### config.mk
export PLATFORM = sky130hd
export DESIGN_NAME = aluTop
export DESIGN_NICKNAME = d
export VERILOG_FILES = /design/src/verilog/aluPkg.sv /design/src/verilog/aluTop.sv /design/src/verilog/multPipeline.sv /design/src/verilog/boothStage.sv /design/src/verilog/singleCycleUnit.sv /design/src/verilog/barrelShifter.sv /design/src/verilog/addSubLogic.sv
export SDC_FILE = /design/constraint.sdc
export NUM_CORES = 2
export LEC_CHECK = 0
export BUFFER_PORTS_ARGS = -buffer_cell sky130_fd_sc_hd__buf_2
export CORE_UTILIZATION = 50
export CTS_CLUSTER_SIZE = 16
export DETAILED_ROUTE_END_ITERATION = 8
export GPL_ROUTABILITY_DRIVEN = 0
export PLACE_DENSITY_LB_ADDON = 0.15
export SLEW_MARGIN = 20
export SYNTH_ARGS = -nofsm -noshare
export SYNTH_HDL_FRONTEND = slang
export SYNTH_SLANG_ARGS = --single-unit
### constraint.sdc
create_clock -name clk -period 12.3 [get_ports clk]
set_input_delay 1.23 -clock clk [delete_from_list [all_inputs] [get_ports clk]]
set_output_delay 1.23 -clock clk [all_outputs]
set_load 0.03 [all_outputs]
### src/verilog/aluPkg.sv
`default_nettype none

package aluPkg;

	localparam int dataWidth = 32;
	localparam int productWidth = 64;
	localparam int shiftWidth = 5;
	localparam int boothStages = 16;
	localparam int sliceWidth = 4;
	localparam int sliceCount = dataWidth / sliceWidth;

	// opcodes 7 to 31 are not decoded
	typedef enum logic [4:0] {
		OP_ADD = 5'd0,
		OP_SUB = 5'd1,
		OP_AND = 5'd2,
		OP_OR  = 5'd3,
		OP_SLL = 5'd4,
		OP_SRA = 5'd5,
		OP_MUL = 5'd6
	} aluOp_t;

	typedef struct packed {
		logic [dataWidth-1:0]  opA;
		logic [dataWidth-1:0]  opB;
		aluOp_t                opcode;
		logic [shiftWidth-1:0] shiftAmt;
	} aluRequest_t;

	typedef struct packed {
		logic [dataWidth-1:0] result;
		logic                 notEqual;
		logic                 lessThan;
	} aluResult_t;

	typedef struct packed {
		logic [dataWidth-1:0] product;
		logic                 overflow;
		logic                 valid;
	} mulResult_t;

	// state handed from one booth step to the next
	typedef struct packed {
		logic [dataWidth-1:0]    multiplicand;
		logic [productWidth-1:0] acc;
		logic                    extraBit;
		logic                    productPositive;
		logic                    active;
	} boothState_t;

endpackage

`default_nettype wire
### src/verilog/aluTop.sv
`timescale 1ns/100ps
`default_nettype none

module aluTop (
	input wire logic                clk,
	input wire logic                rst,
	input wire aluPkg::aluRequest_t request,
	output aluPkg::aluResult_t      alu,
	output aluPkg::mulResult_t      mul
);

	logic mulStart;

	assign mulStart = (request.opcode == aluPkg::OP_MUL);

	// combinational path, result in the same cycle
	singleCycleUnit i_singleCycleUnit (
		.request (request),
		.alu     (alu)
	);

	// product appears boothStages cycles after issue
	multPipeline i_multPipeline (
		.clk   (clk),
		.rst   (rst),
		.start (mulStart),
		.opA   (request.opA),
		.opB   (request.opB),
		.mul   (mul)
	);

endmodule

`default_nettype wire

### src/verilog/multPipeline.sv
`timescale 1ns/100ps
`default_nettype none

module multPipeline (
	input wire logic                         clk,
	input wire logic                         rst,
	input wire logic                         start,
	input wire logic [aluPkg::dataWidth-1:0] opA,
	input wire logic [aluPkg::dataWidth-1:0] opB,
	output aluPkg::mulResult_t               mul
);

	aluPkg::boothState_t launch;
	aluPkg::boothState_t chain [aluPkg::boothStages+1];
	aluPkg::boothState_t stageQ [aluPkg::boothStages];
	aluPkg::boothState_t finalState;
	logic                upperMismatch;

	// multiplier sits in the low half, consumed two bits per step
	always_comb begin
		launch.multiplicand = opA;
		launch.acc = {{aluPkg::dataWidth{1'b0}}, opB};
		launch.extraBit = 1'b0;
		// nonzero operands with equal signs give a positive product
		launch.productPositive = ~(opA[aluPkg::dataWidth-1] ^ opB[aluPkg::dataWidth-1])
			& (|opA) & (|opB);
		launch.active = start;
	end

	assign chain[0] = launch;

	always_ff @(posedge clk) begin
		for (int k = 0; k < aluPkg::boothStages; k++) begin
			stageQ[k] <= chain[k];
			if (rst) begin
				stageQ[k].active <= 1'b0;
			end
		end
	end

	for (genvar k = 0; k < aluPkg::boothStages; k++) begin : gStep
		boothStage i_boothStage (
			.current (stageQ[k]),
			.next    (chain[k+1])
		);
	end

	assign finalState = chain[aluPkg::boothStages];

	// product fits only if the upper word is pure sign extension
	assign upperMismatch = |(finalState.acc[aluPkg::productWidth-1:aluPkg::dataWidth]
		^ {aluPkg::dataWidth{finalState.acc[aluPkg::dataWidth-1]}});

	assign mul.product = finalState.acc[aluPkg::dataWidth-1:0];
	assign mul.overflow = upperMismatch
		| (finalState.productPositive & finalState.acc[aluPkg::dataWidth-1]);
	assign mul.valid = finalState.active;

endmodule

`default_nettype wire

### src/verilog/boothStage.sv
`timescale 1ns/100ps
`default_nettype none

module boothStage (
	input wire aluPkg::boothState_t current,
	output aluPkg::boothState_t     next
);

	logic [2:0]                   window;
	logic                         subtract;
	logic [aluPkg::dataWidth+1:0] upperExt;
	logic [aluPkg::dataWidth+1:0] addend;
	logic [aluPkg::dataWidth+1:0] partial;
	logic [aluPkg::dataWidth-1:0] mcand;

	assign mcand = current.multiplicand;
	assign window = {current.acc[1:0], current.extraBit};

	// two guard bits so that +-2M cannot wrap the upper half
	assign upperExt = {
		{2{current.acc[aluPkg::productWidth-1]}},
		current.acc[aluPkg::productWidth-1:aluPkg::dataWidth]
	};

	// radix-4 recoding, top window bit selects subtract
	always_comb begin
		subtract = window[2];
		case (window)
			3'b001, 3'b010, 3'b101, 3'b110: begin
				addend = {{2{mcand[aluPkg::dataWidth-1]}}, mcand};
			end
			3'b011, 3'b100: begin
				addend = {mcand[aluPkg::dataWidth-1], mcand, 1'b0};
			end
			default: begin
				addend = '0;
			end
		endcase
	end

	assign partial = upperExt + (addend ^ {(aluPkg::dataWidth + 2){subtract}})
		+ {{(aluPkg::dataWidth + 1){1'b0}}, subtract};

	always_comb begin
		next = current;
		if (current.active) begin
			// arithmetic shift by two, the guard bits drop back out
			next.acc = {partial, current.acc[aluPkg::dataWidth-1:2]};
			next.extraBit = current.acc[1];
		end
	end

endmodule

`default_nettype wire

### src/verilog/singleCycleUnit.sv
`timescale 1ns/100ps
`default_nettype none

module singleCycleUnit (
	input wire aluPkg::aluRequest_t request,
	output aluPkg::aluResult_t      alu
);

	logic [aluPkg::dataWidth-1:0] arith;
	logic [aluPkg::dataWidth-1:0] shifted;
	logic                         subNotEqual;
	logic                         subLessThan;
	logic                         isSra;

	assign isSra = (request.opcode == aluPkg::OP_SRA);

	addSubLogic i_addSubLogic (
		.a        (request.opA),
		.b        (request.opB),
		.op       (request.opcode),
		.sum      (arith),
		.notEqual (subNotEqual),
		.lessThan (subLessThan)
	);

	// shifted operand is always opA
	barrelShifter i_barrelShifter (
		.a               (request.opA),
		.amount          (request.shiftAmt),
		.arithmeticRight (isSra),
		.shifted         (shifted)
	);

	always_comb begin
		alu.result = '0;
		alu.notEqual = 1'b0;
		alu.lessThan = 1'b0;
		case (request.opcode)
			aluPkg::OP_ADD, aluPkg::OP_AND, aluPkg::OP_OR: begin
				alu.result = arith;
			end
			aluPkg::OP_SUB: begin
				alu.result = arith;
				// flags only make sense for the subtraction
				alu.notEqual = subNotEqual;
				alu.lessThan = subLessThan;
			end
			aluPkg::OP_SLL, aluPkg::OP_SRA: begin
				alu.result = shifted;
			end
			default: begin
				alu.result = '0;
			end
		endcase
	end

endmodule

`default_nettype wire

### src/verilog/barrelShifter.sv
`timescale 1ns/100ps
`default_nettype none

module barrelShifter (
	input wire logic [aluPkg::dataWidth-1:0]  a,
	input wire logic [aluPkg::shiftWidth-1:0] amount,
	input wire logic                          arithmeticRight,
	output logic [aluPkg::dataWidth-1:0]      shifted
);

	logic [aluPkg::dataWidth-1:0] word;
	logic                         fillBit;

	// right shifts replicate the sign, left shifts bring in zeros
	assign fillBit = arithmeticRight & a[aluPkg::dataWidth-1];

	always_comb begin
		int distance;
		word = a;
		// levels of 16, 8, 4, 2 and 1, one amount bit each
		for (int lvl = aluPkg::shiftWidth - 1; lvl >= 0; lvl--) begin
			distance = 1 << lvl;
			if (amount[lvl]) begin
				if (arithmeticRight) begin
					word = word >> distance;
					for (int f = 0; f < aluPkg::dataWidth; f++) begin
						if (f >= aluPkg::dataWidth - distance) begin
							word[f] = fillBit;
						end
					end
				end else begin
					word = word << distance;
				end
			end
		end
		shifted = word;
	end

endmodule

`default_nettype wire

### src/verilog/addSubLogic.sv
`timescale 1ns/100ps
`default_nettype none

module addSubLogic (
	input wire logic [aluPkg::dataWidth-1:0] a,
	input wire logic [aluPkg::dataWidth-1:0] b,
	input wire aluPkg::aluOp_t               op,
	output logic [aluPkg::dataWidth-1:0]     sum,
	output logic                             notEqual,
	output logic                             lessThan
);

	logic                            subtract;
	logic [aluPkg::dataWidth-1:0]    bOperand;
	logic [aluPkg::dataWidth-1:0]    gen;
	logic [aluPkg::dataWidth-1:0]    prop;
	logic [aluPkg::dataWidth-1:0]    arith;
	logic [aluPkg::sliceCount:0]     sliceCarry;
	logic [aluPkg::sliceCount-1:0]   groupGen;
	logic [aluPkg::sliceCount-1:0]   groupProp;
	logic                            bitCarry;
	logic                            msbCarryIn;
	logic                            topOverflow;

	assign subtract = (op == aluPkg::OP_SUB);

	// a - b computed as a + ~b + 1
	assign bOperand = b ^ {aluPkg::dataWidth{subtract}};
	assign gen = a & bOperand;
	assign prop = a ^ bOperand;

	always_comb begin
		int k;
		sliceCarry[0] = subtract;
		for (int s = 0; s < aluPkg::sliceCount; s++) begin
			bitCarry = sliceCarry[s];
			groupGen[s] = 1'b0;
			groupProp[s] = 1'b1;
			// carries inside the slice, plus its group generate and propagate
			for (int j = 0; j < aluPkg::sliceWidth; j++) begin
				k = s * aluPkg::sliceWidth + j;
				arith[k] = prop[k] ^ bitCarry;
				bitCarry = gen[k] | (prop[k] & bitCarry);
				groupGen[s] = gen[k] | (prop[k] & groupGen[s]);
				groupProp[s] = groupProp[s] & prop[k];
			end
			// slice carry out from the group terms only
			sliceCarry[s+1] = groupGen[s] | (groupProp[s] & sliceCarry[s]);
		end
	end

	// carry into the msb recovered from its sum bit
	assign msbCarryIn = arith[aluPkg::dataWidth-1] ^ prop[aluPkg::dataWidth-1];
	assign topOverflow = msbCarryIn ^ sliceCarry[aluPkg::sliceCount];

	always_comb begin
		case (op)
			aluPkg::OP_AND: sum = a & b;
			aluPkg::OP_OR:  sum = a | b;
			default:        sum = arith;
		endcase
	end

	assign notEqual = |arith;
	// signed compare, sign of the difference corrected by overflow
	assign lessThan = arith[aluPkg::dataWidth-1] ^ topOverflow;

endmodule

`default_nettype wire

==> After elaboration in Yosys (flattened, before gate mapping) <==
Memories as Yosys holds them, arrays and structs flattened.
Index checks and enable logic that the tools add are counted.
{ "totals": {"memories": 1, "register_bits": 0, "output_inout_bits": 68, "ramBits": 1584} }
{ "classes": {"reduce_logical": 39, "mux": 63, "bitwise_logic": 216, "eq_ne": 102, "n_addsub": 32} }
{ "memory_table": {"columns": ["memory", "depth", "width", "read_ports", "rd_clocked_by_memory_dff", "wr", "line_no", "rtl"], "rows": [
  ["i_multPipeline.stageQ", 16, 99, 16, 0, 16, "multPipeline.sv:15", "aluPkg::boothState_t stageQ [aluPkg::boothStages];"]
]} }
{ "ops": {"columns": ["operator", "count"], "rows": [
  ["34-bit one-hot mux with 2 select lines", 16],
  ["65-bit two-way mux", 16],
  ["34-bit by 1-bit adder with 34-bit output", 16],
  ["34-bit adder", 16],
  ["34-bit XOR", 16],
  ["32-bit two-way mux", 10],
  ["3-bit equality test, second input constant", 48],
  ["32-bit one-hot mux with 2 select lines", 2],
  ["32-bit OR reduction", 4],
  ["3-bit by 2-bit equality test with 1-bit output, second input constant", 32],
  ["32-bit XOR", 3],
  ["1-bit bitwise AND", 84],
  ["4-bit OR reduction", 17],
  ["32-bit bitwise AND", 2],
  ["1-bit bitwise OR", 57],
  ["3-bit by 1-bit equality test with 1-bit output, second input constant", 16],
  ["1-bit XOR", 36],
  ["2-bit OR reduction", 17],
  ["32-bit bitwise OR", 1],
  ["1-bit two-way mux", 18],
  ["1-bit bitwise OR, first input constant", 16],
  ["5-bit by 3-bit equality test with 1-bit output, second input constant", 3],
  ["5-bit by 2-bit equality test with 1-bit output, second input constant", 2],
  ["5-bit by 1-bit equality test with 1-bit output, second input constant", 1],
  ["3 further kinds", 3]
]} }

==> Longest topological paths before layout <==
{ "logic_depth": {"depth_word": 33, "ltp_mapped": 25, "depth_no_buf": 22} }

==> Cells and area by module <==
A second synthesis with hierarchy kept.
{ "hier_totals": {"cells_unflattened": 11708, "hier_area_um2": 101388.5} }
{ "by_module_without_submodules": {"columns": ["mod", "seq_area_each_um2", "n_inst", "area_per_inst_um2", "cells_per_inst"], "rows": [
  ["boothStage (i_multPipeline.gStep[14].i_boothStage ...)", 0.0, 10, 3887.5, 558],
  ["multPipeline", 31049.8, 1, 31516.5, 1626],
  ["boothStage (i_multPipeline.gStep[0].i_boothStage ...)", 0.0, 5, 3846.2, 557],
  ["barrelShifter", 0.0, 1, 4580.6, 699],
  ["boothStage (i_multPipeline.gStep[9].i_boothStage)", 0.0, 1, 3888.7, 564],
  ["addSubLogic", 0.0, 1, 2568.7, 336],
  ["singleCycleUnit", 0.0, 1, 714.4, 116],
  ["aluTop", 0.0, 1, 13.8, 2]
]} }

==> Least setup slack after synthesis <==
No wires, ideal clock.
{ "synth_path": {"path_type": "input-to-output", "startpoint": "input request[5] in the netlist's numbering", "endpoint": "output alu[32] in the netlist's numbering", "t_arrival_ns": 6.115, "path_buffers": 4, "slack_ns": 4.955, "stages": 23, "cell_sequence": "buf_2 > clkbuf_1 > nand3b_1 > clkbuf_1 > clkbuf_1 > xnor2_1 > ha_1 > a21o_1 > a21o_1 > a21oi_1 > a21boi_0 > o22ai_1 > o211ai_1 > a31oi_1 > o211ai_1 > a31o_2 > fa_1 > inv_1 > fa_1 > fa_1 > nor2_1 > a21oi_1 > o22ai_1"} }
{ "synth_rtl": {"columns": ["element", "line_no", "rtl"], "rows": [
  ["start: declaration", "aluTop.sv:7", "input wire aluPkg::aluRequest_t request,"],
  ["end: declaration", "aluTop.sv:8", "output aluPkg::aluResult_t alu,"]
]} }

==> metrics.md <==
| Metric | Value |
|---|---|
| Status | finished, final reports clean |
| Largest net degree at the start of global routing | 80 |
| Clock-pin slew on the worst setup and hold paths | 0.06 ns |
| Fraction of layout cells with a size suffix above 1 | 15.4% |
| Storage cell area | 0.0311 mm2 |
| Fillers | ~16000 |
| Layout Nets | around 11000 |
| Critical Path RT | about 11 ns |
| # hold bufs at CTS | 0 |
| Async SR Flop Fraction | 0% |
| Hold endpoint | i_multPipeline.stageQ[0][100] |
| Clk_skew | 0.0416 ns |
| Complex-gate fraction of the synthesized area | about a quarter |
| Pleak | ~41 nW |
| #FFs+latches synth | between 1500 and 2000 |
| CTS H-tree depth | 4 |
| Fraction of the yosys area taken by sequential cells | 34.6% |
| Slew margin rel. | between 20% and 30% |
| First-pass GRT wire length | roughly 400 mm |
| CP max stage cell | nand3b_1 |
| Commonest non-fill, non-tap cell in the layout | dfxtp_1 |
| Drc violations | 0 |
| Critical path type | in2out |
| Hold Path Cell Cnt | 0 |
| Worst R2R End | i_multPipeline.stageQ[0][461] |
| Maximum vdd ir drop | approximately 130 uV |
| # port buffers | roughly 140 |
| Fin. max-slew vios | 0 |
| Area growth, synth to finish | 8.77% |
| Endpoints failing hold | 0 |
| Worst path bufs/invs | 5 |
| Post-CTS Setup Inserts | 0 |
| Tot Pwr | 12.6 mW |
| Die Y | about 430 um |
| Grt total ovfl | 0 |
| Final WL | between 200 and 250 mm |
| Avg WL per Cell | just under 20 um |
| DRT iter0 DRCs | ~6000 |
| Startpoint Class | primary input |
| Worst Setup End Kind | output port |
| Area of the multi-input gates | between 0.05 and 0.06 mm2 |
| Final setup TNS | 0 ns |
| Mapped Nets | between 10000 and 15000 |
| Initial antenna violation count | 4 |
| Aggregate global-route resource usage | between 20% and 30% |
| Highest-count cells in the layout ignoring fill and taps | 1517 x dfxtp_1, 1340 x nor2_1, 959 x a21oi_1 |
| Mux contribution to synthesized area | a little under an eighth |
| Vias in the first global route | 73135 |
| Yosys cell types | 118 |
| Clock Tree Buf Depth | 3 |
| Placed Instances | ~12000 |
| RSZ-0062 raised after global routing | false |
| Max cap viols | 0 |
| Crit path launch | request[9] |
| Worst EP arrival | ~7.9 ns |
| Peak Freq | ~110 MHz |
| CTS tree | done |
| Drt first pass iters | 7 |
| Via count | 77237 |
| Worst path top cell family by delay | simple AND/OR/NAND/NOR gates |
| Cells after Synth | 10203 |
| Starting Density | 50.3% |
| R2r worst-path depth | 17 |
| Syn avg cell area | between 8 and 9 um2 |
| Most frequent CP cell | fa_1 |
| Synth Area in XOR/XNOR | 4.82% |
| Resize count post-CTS | 0 |
| Ys flop type | dfxtp_1 |
| Hold path start | i_multPipeline.stageQ[0][1] |
| Post-synthesis adder-cell area fraction | under 10% |
| EDFF count, synth | 0 |
| Pwr dens | 129 mW/mm2 |
| Vias/cell | around 6.2 |
| Cell Rows | 155 |
| Slew of the pin with the lowest slew margin | roughly 1.1 ns |
| Non-Filler Instances | about 12000 |
| Root buffer cell | clkbuf_16 |
| Ports | ~140 |
| Antenna Nets Post-Route | 0 |
| Largest family of logic cells by synthesized area | compound AO/OA/AOI/OAI gates |
| Reg2reg setup slack | roughly 6.7 ns |
| Synth Area in Simple Gates | approximately 13% |
| Yosys warns | 0 |
| Largest Register | i_multPipeline.stageQ |
| Post-DP HPWL | between 150 and 200 mm |
| Largest regs | i_multPipeline.stageQ (1551) |
| Max FFs per register | approximately 1600 |
| Tmin final | between 9 and 10 ns |
| CP Max Fanout | 18 |
| Final setup fails | 0 |
| Mapped cell area | 0.0897 mm2 |
| Worst-Skew Late Latency | approximately 0.83 ns |
| Worst Hold Class | reg2reg |
| CORE AREA | approximately 0.18 mm2 |
| DIE WIDTH | ~430 um |
| Die area | 0.181 mm2 |
| Final Cycle Share | between 70% and 80% |
| R2R Path Start | i_multPipeline.stageQ[0][299] |
| CTS buffer count | approximately 170 |
| CP peak stage delay | slightly above 0.8 ns |
| Clock Sinks | 1551 |
[cell type report]
type	count	share of cell area, %
tap	2355	3.02
inverter	161	0.620
timing repair buffer	253	1.58
antenna	2	0.00513
clock buffer	219	4.76
multi-input combinational	7824	56.8
clock inverter	88	1.35
sequential	1551	31.9
[kinds of logic after synthesis]
kind of cell	Yosys count
AO/OA/AOI/OAI	3264
AND/OR/NAND/NOR	2564
flip-flops	1551
multiplexers	937
buffers and inverters	828
adder cells (fa/ha/maj)	566
XOR/XNOR	493
[routing by layer]
layer | GRT usage [%] | vias to the layer above | part of all wire (%)
li1 | - | 37459 | -
met1 | 32.1 | 36785 | 42
met2 | 45.9 | 2368 | 49
met3 | 4.09 | 623 | 5.4
met4 | 10.3 | 2 | 3.7
met5 | 0 | - | 0.027
[stage by stage]
stage	util (%)	worst slack, ns	hold WS [ns]	area, um2
after floorplan	-	4.96	0.310	89700
after global placement	51.4	3.36	0.309	91600
after detailed placement	51.4	3.35	0.312	91600
after CTS	54.7	3.34	0.327	97500
after global routing	54.7	2.78	0.334	97500
final	54.7	3.18	0.325	97500
[report_power, final]
group	internal (mW)	leakage (nW)	total [mW]	switching [mW]
logic	0.765	25.5	1.81	1.04
registers	5.25	12.9	5.50	0.252
clock network	3.09	2.86	5.28	2.19
total	9.11	41.2	12.6	3.48
[synth_stat cells (62+ instances only)]
library cell	number	area share, %
nand2_1	411	1.7
buf_1	96	0.40
a211oi_1	62	0.52
xnor2_1	331	3.2
nor2_1	1355	5.7
mux2i_1	75	0.84
o22ai_1	494	3.4
o21a_1	62	0.52
xor2_1	161	1.6
nor3_1	103	0.57
mux2_2	860	11
clkbuf_1	501	2.1
nand2b_1	85	0.59
ha_1	518	7.2
o21ai_0	338	1.9
dfxtp_1	1551	35
inv_1	160	0.67
nand3_1	141	0.79
a21o_1	274	2.3
and3_1	68	0.47
a31oi_1	92	0.64
a21oi_1	959	5.4
a221oi_1	472	4.6
nor2b_1	92	0.64
[worst max path at each step]
| stage | end | slack (ns) | cells past startpoint |
|---|---|---|---|
| 2_1_floorplan | alu[32] | 4.96 | 23 |
| 4_1_cts | alu[1] | 3.34 | 26 |
| 3_3_place_gp | alu[1] | 3.36 | 26 |
| 3_5_place_dp | alu[1] | 3.35 | 26 |
| 6_report | alu[1] | 3.18 | 26 |
| 5_1_grt | alu[1] | 2.78 | 26 |
Note: power is estimated with default switching activity, not from simulation.
